$ cat src/rtl/clockPkg.sv
`default_nettype none

package clockPkg;

  typedef logic [4:0] hourT;   // 0 to 23
  typedef logic [5:0] minuteT; // 0 to 59, also used for seconds

  localparam hourT HOUR_MAX = 5'd23;
  localparam minuteT MINUTE_MAX = 6'd59;
  localparam hourT ALARM_DEFAULT_HOUR = 5'd8;

  // decoded from switch1/switch2, both high falls back to run
  typedef enum logic [1:0] {
    modeRun      = 2'd0,
    modeSetTime  = 2'd1,
    modeSetAlarm = 2'd2
  } modeT;

  typedef enum logic {
    fieldMinutes = 1'b0,
    fieldHours   = 1'b1
  } fieldT;

  // active-low segments, bit 6 is segment g and bit 0 is segment a
  localparam logic [6:0] SEG_BLANK = 7'b1111111;
  localparam logic [6:0] SEG_TABLE [10] = '{
    7'b1000000, // 0
    7'b1111001, // 1
    7'b0100100, // 2
    7'b0110000, // 3
    7'b0011001, // 4
    7'b0010010, // 5
    7'b0000010, // 6
    7'b1111000, // 7
    7'b0000000, // 8
    7'b0010000  // 9
  };

endpackage

`default_nettype wire

$ cat src/rtl/editCmdIf.sv
`timescale 1ns/1ns
`default_nettype none

// decoded edit commands, one set per editor
interface editCmdIf;
  logic enable;      // editor's mode is selected
  logic stepUp;      // move selected field +1
  logic stepDown;    // move selected field -1
  logic toggleField; // swap between minutes and hours

  modport keypad (
    output enable, stepUp, stepDown, toggleField
  );

  modport editor (
    input enable, stepUp, stepDown, toggleField
  );
endinterface

`default_nettype wire

$ cat src/rtl/alarmMatcher.sv
`timescale 1ns/1ns
`default_nettype none

module alarmMatcher (
  input  logic             clk1hz,
  input  logic             reset,
  input  logic             armed,       // switch3
  input  logic             anyPress,
  input  clockPkg::hourT   hours,
  input  clockPkg::minuteT minutes,
  input  clockPkg::hourT   alarmHours,
  input  clockPkg::minuteT alarmMinutes,
  output logic             led
);

  logic match;
  logic ringing;
  logic ringingNext;

  // seconds are not compared, the whole minute matches
  assign match = (hours == alarmHours) && (minutes == alarmMinutes);

  always_comb begin
    ringingNext = ringing;
    if (anyPress) ringingNext = 1'b0; // a press always silences
    else if (armed && match) ringingNext = 1'b1;
  end

  // led follows ringingNext so it is never high once ringing clears
  always_ff @(posedge clk1hz or negedge reset) begin
    if (!reset) begin
      ringing <= 1'b0;
      led     <= 1'b0;
    end else begin
      ringing <= ringingNext;
      if (ringingNext) begin
        led <= !led;
      end else begin
        led <= 1'b0;
      end
    end
  end

endmodule

`default_nettype wire

$ cat src/rtl/clockTop.sv
`timescale 1ns/1ns
`default_nettype none

module clockTop (
  input  logic       clk1hz,
  input  logic       reset,       // active low
  input  logic       switch1,
  input  logic       switch2,
  input  logic       switch3,     // alarm enable
  input  logic       incrementar,
  input  logic       decrementar,
  input  logic       cambiar,
  input  logic       establecer,
  output logic [6:0] displayH2,
  output logic [6:0] displayH1,
  output logic [6:0] displayM2,
  output logic [6:0] displayM1,
  output logic       led
);

  clockPkg::modeT   mode;
  logic             anyPress;
  logic             commit;
  clockPkg::hourT   timeHours;
  clockPkg::minuteT timeMinutes;
  clockPkg::hourT   editHours;
  clockPkg::minuteT editMinutes;
  clockPkg::hourT   alarmHours;
  clockPkg::minuteT alarmMinutes;

  editCmdIf timeCmd ();
  editCmdIf alarmCmd ();

  keypadDecoder keypad (
    .clk1hz      (clk1hz),
    .reset       (reset),
    .switch1     (switch1),
    .switch2     (switch2),
    .incrementar (incrementar),
    .decrementar (decrementar),
    .cambiar     (cambiar),
    .establecer  (establecer),
    .mode        (mode),
    .anyPress    (anyPress),
    .commit      (commit),
    .timeCmd     (timeCmd.keypad),
    .alarmCmd    (alarmCmd.keypad)
  );

  // seconds are kept inside the timekeeper and shown nowhere
  timekeeper timeKeeper (
    .clk1hz      (clk1hz),
    .reset       (reset),
    .commit      (commit),
    .loadHours   (editHours),
    .loadMinutes (editMinutes),
    .hours       (timeHours),
    .minutes     (timeMinutes),
    .seconds     ()
  );

  // set-time editor starts from the live time
  hhmmEditor #(.resetHour(5'd0)) timeEditor (
    .clk1hz      (clk1hz),
    .reset       (reset),
    .cmd         (timeCmd.editor),
    .seedEnable  (1'b1),
    .seedHours   (timeHours),
    .seedMinutes (timeMinutes),
    .hours       (editHours),
    .minutes     (editMinutes)
  );

  // alarm editor keeps its own value across entries
  hhmmEditor #(.resetHour(clockPkg::ALARM_DEFAULT_HOUR)) alarmEditor (
    .clk1hz      (clk1hz),
    .reset       (reset),
    .cmd         (alarmCmd.editor),
    .seedEnable  (1'b0),
    .seedHours   (timeHours),
    .seedMinutes (timeMinutes),
    .hours       (alarmHours),
    .minutes     (alarmMinutes)
  );

  alarmMatcher matcher (
    .clk1hz       (clk1hz),
    .reset        (reset),
    .armed        (switch3),
    .anyPress     (anyPress),
    .hours        (timeHours),
    .minutes      (timeMinutes),
    .alarmHours   (alarmHours),
    .alarmMinutes (alarmMinutes),
    .led          (led)
  );

  displayDriver display (
    .mode         (mode),
    .timeHours    (timeHours),
    .timeMinutes  (timeMinutes),
    .editHours    (editHours),
    .editMinutes  (editMinutes),
    .alarmHours   (alarmHours),
    .alarmMinutes (alarmMinutes),
    .displayH2    (displayH2),
    .displayH1    (displayH1),
    .displayM2    (displayM2),
    .displayM1    (displayM1)
  );

endmodule

`default_nettype wire

$ cat src/rtl/displayDriver.sv
`timescale 1ns/1ns
`default_nettype none

module displayDriver (
  input  clockPkg::modeT   mode,
  input  clockPkg::hourT   timeHours,
  input  clockPkg::minuteT timeMinutes,
  input  clockPkg::hourT   editHours,
  input  clockPkg::minuteT editMinutes,
  input  clockPkg::hourT   alarmHours,
  input  clockPkg::minuteT alarmMinutes,
  output logic [6:0]       displayH2, // hours tens
  output logic [6:0]       displayH1, // hours units
  output logic [6:0]       displayM2, // minutes tens
  output logic [6:0]       displayM1  // minutes units
);

  clockPkg::hourT   showHours;
  clockPkg::minuteT showMinutes;
  logic [3:0]       hoursTens, hoursUnits;
  logic [3:0]       minutesTens, minutesUnits;

  // digit to active-low segments
  function automatic logic [6:0] segOf(input logic [3:0] digit);
    if (digit > 4'd9) begin
      return clockPkg::SEG_BLANK;
    end
    return clockPkg::SEG_TABLE[digit];
  endfunction

  always_comb begin
    case (mode)
      clockPkg::modeSetTime: begin
        showHours   = editHours;
        showMinutes = editMinutes;
      end
      clockPkg::modeSetAlarm: begin
        showHours   = alarmHours;
        showMinutes = alarmMinutes;
      end
      default: begin
        showHours   = timeHours;
        showMinutes = timeMinutes;
      end
    endcase
  end

  // values stay below 60 so every quotient fits a digit
  assign hoursTens    = 4'(showHours / 5'd10);
  assign hoursUnits   = 4'(showHours % 5'd10);
  assign minutesTens  = 4'(showMinutes / 6'd10);
  assign minutesUnits = 4'(showMinutes % 6'd10);

  assign displayH2 = segOf(hoursTens);
  assign displayH1 = segOf(hoursUnits);
  assign displayM2 = segOf(minutesTens);
  assign displayM1 = segOf(minutesUnits);

endmodule

`default_nettype wire

$ cat src/rtl/hhmmEditor.sv
`timescale 1ns/1ns
`default_nettype none

module hhmmEditor #(
  parameter clockPkg::hourT resetHour = 5'd0
) (
  input  logic             clk1hz,
  input  logic             reset,
  editCmdIf.editor         cmd,
  input  logic             seedEnable,  // copy the seed on mode entry
  input  clockPkg::hourT   seedHours,
  input  clockPkg::minuteT seedMinutes,
  output clockPkg::hourT   hours,
  output clockPkg::minuteT minutes
);

  clockPkg::fieldT  field;
  clockPkg::fieldT  nextField;
  clockPkg::hourT   nextHours;
  clockPkg::minuteT nextMinutes;
  logic             active; // enable was already high last cycle

  // toggle takes effect before the step in the same cycle
  always_comb begin
    nextField   = field;
    nextHours   = hours;
    nextMinutes = minutes;
    if (cmd.toggleField) begin
      nextField = (field == clockPkg::fieldHours) ? clockPkg::fieldMinutes
                                                  : clockPkg::fieldHours;
    end
    if (nextField == clockPkg::fieldHours) begin
      if (cmd.stepUp) begin
        nextHours = (hours == clockPkg::HOUR_MAX) ? 5'd0 : hours + 5'd1;
      end else if (cmd.stepDown) begin
        nextHours = (hours == 5'd0) ? clockPkg::HOUR_MAX : hours - 5'd1;
      end
    end else begin
      if (cmd.stepUp) begin
        nextMinutes = (minutes == clockPkg::MINUTE_MAX) ? 6'd0 : minutes + 6'd1;
      end else if (cmd.stepDown) begin
        nextMinutes = (minutes == 6'd0) ? clockPkg::MINUTE_MAX : minutes - 6'd1;
      end
    end
  end

  always_ff @(posedge clk1hz or negedge reset) begin
    if (!reset) begin
      hours   <= resetHour;
      minutes <= '0;
      field   <= clockPkg::fieldMinutes;
      active  <= 1'b0;
    end else if (!cmd.enable) begin
      active <= 1'b0;
    end else if (!active) begin
      active <= 1'b1; // entry cycle, commands are ignored
      if (seedEnable) begin
        hours   <= seedHours;
        minutes <= seedMinutes;
      end
    end else begin
      field   <= nextField;
      hours   <= nextHours;
      minutes <= nextMinutes;
    end
  end

endmodule

`default_nettype wire

$ cat src/rtl/keypadDecoder.sv
`timescale 1ns/1ns
`default_nettype none

module keypadDecoder (
  input  logic              clk1hz,
  input  logic              reset,
  input  logic              switch1,
  input  logic              switch2,
  input  logic              incrementar, // buttons are active low
  input  logic              decrementar,
  input  logic              cambiar,
  input  logic              establecer,
  output clockPkg::modeT    mode,
  output logic              anyPress,
  output logic              commit,
  editCmdIf.keypad          timeCmd,
  editCmdIf.keypad          alarmCmd
);

  logic sw1Q, sw2Q;
  logic incQ, decQ, camQ, estQ;
  logic upLevel, downLevel, toggleLevel;

  // one stage of registering, buttons idle high
  always_ff @(posedge clk1hz or negedge reset) begin
    if (!reset) begin
      sw1Q <= 1'b0;
      sw2Q <= 1'b0;
      incQ <= 1'b1;
      decQ <= 1'b1;
      camQ <= 1'b1;
      estQ <= 1'b1;
    end else begin
      sw1Q <= switch1;
      sw2Q <= switch2;
      incQ <= incrementar;
      decQ <= decrementar;
      camQ <= cambiar;
      estQ <= establecer;
    end
  end

  always_comb begin
    if (sw1Q && !sw2Q) mode = clockPkg::modeSetTime;
    else if (!sw1Q && sw2Q) mode = clockPkg::modeSetAlarm;
    else mode = clockPkg::modeRun; // includes both switches high
  end

  // both step buttons down together means no step
  assign upLevel     = !incQ && decQ;
  assign downLevel   = !decQ && incQ;
  assign toggleLevel = !camQ;

  assign anyPress = !incQ || !decQ || !camQ || !estQ;
  assign commit   = (mode == clockPkg::modeSetTime) && !estQ;

  assign timeCmd.enable      = (mode == clockPkg::modeSetTime);
  assign timeCmd.stepUp      = timeCmd.enable && upLevel;
  assign timeCmd.stepDown    = timeCmd.enable && downLevel;
  assign timeCmd.toggleField = timeCmd.enable && toggleLevel;

  assign alarmCmd.enable      = (mode == clockPkg::modeSetAlarm);
  assign alarmCmd.stepUp      = alarmCmd.enable && upLevel;
  assign alarmCmd.stepDown    = alarmCmd.enable && downLevel;
  assign alarmCmd.toggleField = alarmCmd.enable && toggleLevel;

endmodule

`default_nettype wire

$ cat src/rtl/timekeeper.sv
`timescale 1ns/1ns
`default_nettype none

module timekeeper (
  input  logic             clk1hz,
  input  logic             reset,
  input  logic             commit,      // load edited value this edge
  input  clockPkg::hourT   loadHours,
  input  clockPkg::minuteT loadMinutes,
  output clockPkg::hourT   hours,
  output clockPkg::minuteT minutes,
  output clockPkg::minuteT seconds
);

  logic secondWrap;
  logic minuteWrap;

  assign secondWrap = (seconds == clockPkg::MINUTE_MAX);
  assign minuteWrap = (minutes == clockPkg::MINUTE_MAX);

  // seconds -> minutes -> hours cascade
  always_ff @(posedge clk1hz or negedge reset) begin
    if (!reset) begin
      hours   <= '0;
      minutes <= '0;
      seconds <= '0;
    end else if (commit) begin
      hours   <= loadHours;
      minutes <= loadMinutes;
      seconds <= '0; // restart the minute from the edit
    end else if (secondWrap) begin
      seconds <= '0;
      if (minuteWrap) begin
        minutes <= '0;
        if (hours == clockPkg::HOUR_MAX) begin
          hours <= '0;
        end else begin
          hours <= hours + 5'd1;
        end
      end else begin
        minutes <= minutes + 6'd1;
      end
    end else begin
      seconds <= seconds + 6'd1;
    end
  end

endmodule

`default_nettype wire

$ cat config.mk
export PLATFORM = sky130hd
export DESIGN_NAME = clockTop
export DESIGN_NICKNAME = d
export VERILOG_FILES = /design/src/rtl/clockPkg.sv /design/src/rtl/editCmdIf.sv /design/src/rtl/alarmMatcher.sv /design/src/rtl/clockTop.sv /design/src/rtl/displayDriver.sv /design/src/rtl/hhmmEditor.sv /design/src/rtl/keypadDecoder.sv /design/src/rtl/timekeeper.sv
export SDC_FILE = /design/constraint.sdc
export NUM_CORES = 1
export LEC_CHECK = 0
export ABC_AREA = 1
export BUFFER_PORTS_ARGS = -buffer_cell sky130_fd_sc_hd__buf_4
export CORE_MARGIN = 2
export CORE_UTILIZATION = 56
export CTS_BUF_LIST = sky130_fd_sc_hd__clkbuf_4 sky130_fd_sc_hd__clkbuf_8
export CTS_CLUSTER_SIZE = 20
export DETAILED_ROUTE_END_ITERATION = 10
export GPL_ROUTABILITY_DRIVEN = 0
export PLACE_DENSITY_LB_ADDON = 0.1
export REMOVE_ABC_BUFFERS = 1
export SLEW_MARGIN = 10
export SYNTH_ARGS = -nofsm -noshare
export SYNTH_HDL_FRONTEND = slang
export SYNTH_HIERARCHICAL = 1
export SYNTH_SLANG_ARGS = --single-unit
$ cat constraint.sdc
create_clock -name clk1hz -period 4.1 [get_ports clk1hz]
set_input_delay 0.41 -clock clk1hz [delete_from_list [all_inputs] [get_ports clk1hz]]
set_output_delay 0.41 -clock clk1hz [all_outputs]
set_load 0.03 [all_outputs]
==> impl_results.md <==
- Critical Path Start Type: flip-flop
- Hold violation count in the final report: 0
- Area share of the largest cell type after synthesis: 20.97%
- CP max stage delay: 0.41 ns
- Dominant cell type by area after synthesis: dfrtp_1
- Number of synthesized flops with an enable pin: 0
- CTS tree: done
- Critical R2R Launch: keypad/sw2Q
- Worst setup path endpoint: displayM1[0]
- R2R Setup Slk: 1.81 ns
- Global route overflow: 0
- Register area share after synthesis: a little under a quarter
- Ant. Diodes: 0
- Total GRT Usage: around 25%
- Fin cells: roughly 1,000
- Core Util, Final: approximately 66%
- Layout area overhead: 15.36%
- Initial DRT Pass Iterations: 6
- CTS Hold Bufs: 0
- HPWL after DPL: 9666 um
- Final #Nets: 953
- Final setup fails: 7
- Worst path required time: 3.69 ns
- Synthesized area: 5490 um2
- Largest net degree at the start of global routing: 52
- Count of different cell masters after synthesis: 44
- Ranking of synthesized cells by area: dfrtp_1 (21%), nand2_1 (18%), ha_1 (8.7%)
- Fraction of registers with async set/reset: 100.0%
- Initial core utilization: 56.96%
- Worst Setup SP: keypad/sw2Q
- Layout Skew: around 0.014 ns
- Synth Flop Type: dfrtp_1
- First DRT Iteration DRCs: between 200 and 300
- Endpoint of the lowest-slack register-to-register path: timeEditor/hours[4]
- Cells after DPL: 1,016
- Drt wl/cell: about 13 um
- Total die area: 10,610 um2
- CTS root buffer: clkbuf_8
- Vias in the first global route: 4,853
- Initial antenna violation count: 0
- Slew at the pin closest to its max-slew limit: 0.7555 ns
- Syn avg cell area: 6.421 um2
- Most numerous cell on the critical path: inv_2
- Row count: 36
- Metal3 WL: 446 um
- Post-synthesis instance total: 855
- Die Wd: 103.0 um
- Sink Count: about 50
- Worst Setup End Kind: output pin
- Crit path DAT: ~3.7 ns
- Final WS setup: -0.02802 ns
- Wirelength, routed: 13,210 um
- Drt drc: 0
- Count leader, synth: nand2_1
- RSZ-0062 raised after global routing: true
- Clock-pin slew on the worst setup and hold paths: 0.11 ns
- Critical path's slowest cell: dfrtp_1
- Minimum clock period: 4.128 ns
- CTS max path bufs: 2
- Hold Path Class: input port to async pin
- Cts bufs inserted: 5
- Vias: 5,358
- Ys Warns: 6
- Maxcap violations: 0
- Layout cells sized above 1: 21.94%
- Seq cells post-synth: 51
- Tcrit/Tclk final: 100.7%
- Die span in y: 103.0 um
- Peak Freq: 0.2422 GHz
- IO buf count: 36
- Critical path class: flip-flop to output pin
- Post-route ant nets: 0
- Worst-Skew Late Latency: 0.33 ns
- I/O pin total: 38
- R2R cell count: 12
- Maximum fanout along the worst path: 10
- Failing checks: setup timing
- Max Used Layer: met4
- Core ar.: 9639 um2
- H-tree levels: 2
- Vias per cell: 5.152
- Final slew viol count: 0
- Global-route wire length before repair: roughly 22,000 um
- Met1 WL: just under 6000 um
- WL met2: 6801 um
- Post-synth top cells: nand2_1 (268), inv_1 (122), nand3_1 (89)
- Status: complete, but fails checks
- Slew margin rel.: 49.45%
## cell type report
| type | instances | area, um2 |
|---|---|---|
| Clock buffer | 6 | 76.32 |
| Clock inverter | 2 | 12.51 |
| Fill cell | 918 | 3306 |
| Inverter | 139 | 529.3 |
| Multi-Input combinational cell | 647 | 3749 |
| Sequential cell | 51 | 1282 |
| Tap cell | 133 | 166.4 |
| Timing Repair Buffer | 62 | 518.0 |
## repair_timing
| item | CTS | global route |
|---|---|---|
| buffers inserted | 12 | 4 |
| hold endpoints to repair | 0 | 0 |
| endpoints found under the setup margin | 14 | 20 |
| resized for setup | 37 | 38 |
| pin swaps | 19 | 19 |
## cells in the final DEF, fill, tap and decap left out, drive strengths merged
master and instances:
buf 62, xor2 18, nand3b 3, o21bai 3, nand3 95, clkinvlp 1, a22o 1, o21ai 40
nor2 98, a21oi 13, ha 38, nand2 301, dfrtp 46, inv 139, conb 3, o211ai 3
or2 6, nor3 1, nand4 12, nor3b 2, dfstp 5, xnor2 4, a31oi 6, clkinv 1
clkbuf 6
## flip-flops by register name, summed over array words and instances, names as in the netlist, 5 cells and up
register	count
timeKeeper/seconds	6
timeEditor/hours	5
alarmEditor/hours	5
timeKeeper/minutes	6
timeEditor/minutes	6
alarmEditor/minutes	6
timeKeeper/hours	5
## worst min-delay path by stage
stage | slack (ns) | depth (start not counted) | startpoint | end
3_3_place_gp | 0.43 | 1 | matcher/led | matcher/led
3_5_place_dp | 0.44 | 1 | matcher/led | matcher/led
6_report | 0.12 | 1 | reset | alarmEditor/hours[0]
2_1_floorplan | 0.11 | 0 | reset | alarmEditor/active
5_1_grt | 0.18 | 1 | reset | timeEditor/field
4_1_cts | 0.15 | 1 | reset | alarmEditor/hours[0]
## cell families (layout without fill, tap and decap cells)
| family | after synthesis | in the layout | synth area share [%] |
|---|---|---|---|
| AND/OR/NAND/NOR | 518 | 518 | 43.21 |
| buffers and inverters | 157 | 209 | 12.63 |
| AO/OA/AOI/OAI | 66 | 66 | 8.090 |
| flip-flops | 51 | 51 | 23.36 |
| adder cells (fa/ha/maj) | 38 | 38 | 8.660 |
| XOR/XNOR | 22 | 22 | 3.851 |
| other | 3 | 3 | 0.2051 |
## routing by layer
layer | vias up | global-route usage (%)
met4 | 0 | 5.567
met1 | 2491 | 31.77
met3 | 14 | 3.254
met5 | - | 0
li1 | 2744 | -
met2 | 109 | 46.50
## critical path, delay by kind of cell, from the launching register on
kind                       cells  cell delay (ns)
and+or+nand+nor               18             1.71
adders and majority gates      3             0.59
buffers and inverters          8             0.57
DFF                            1             0.41
AOI/OAI and AO/OA              1             0.11
## metrics by stage
step	setup slack [ns]	instance area (um2)	hold slack, ns	TNS, ns
global route	-0.2358	6334	0.1782	-2.096
finish	-0.02802	6334	0.1175	-0.1708
CTS	0.007337	6131	0.1504	0
detailed placement	-0.03867	5831	0.4443	-0.1886
floorplan	-0.1635	5319	0.1144	-0.6309
global placement	0.1205	5831	0.4282	0
Power is left out: the tool's default activity adds up to more than one toggle a clock period on the data nets, which glitch-free logic cannot reach.
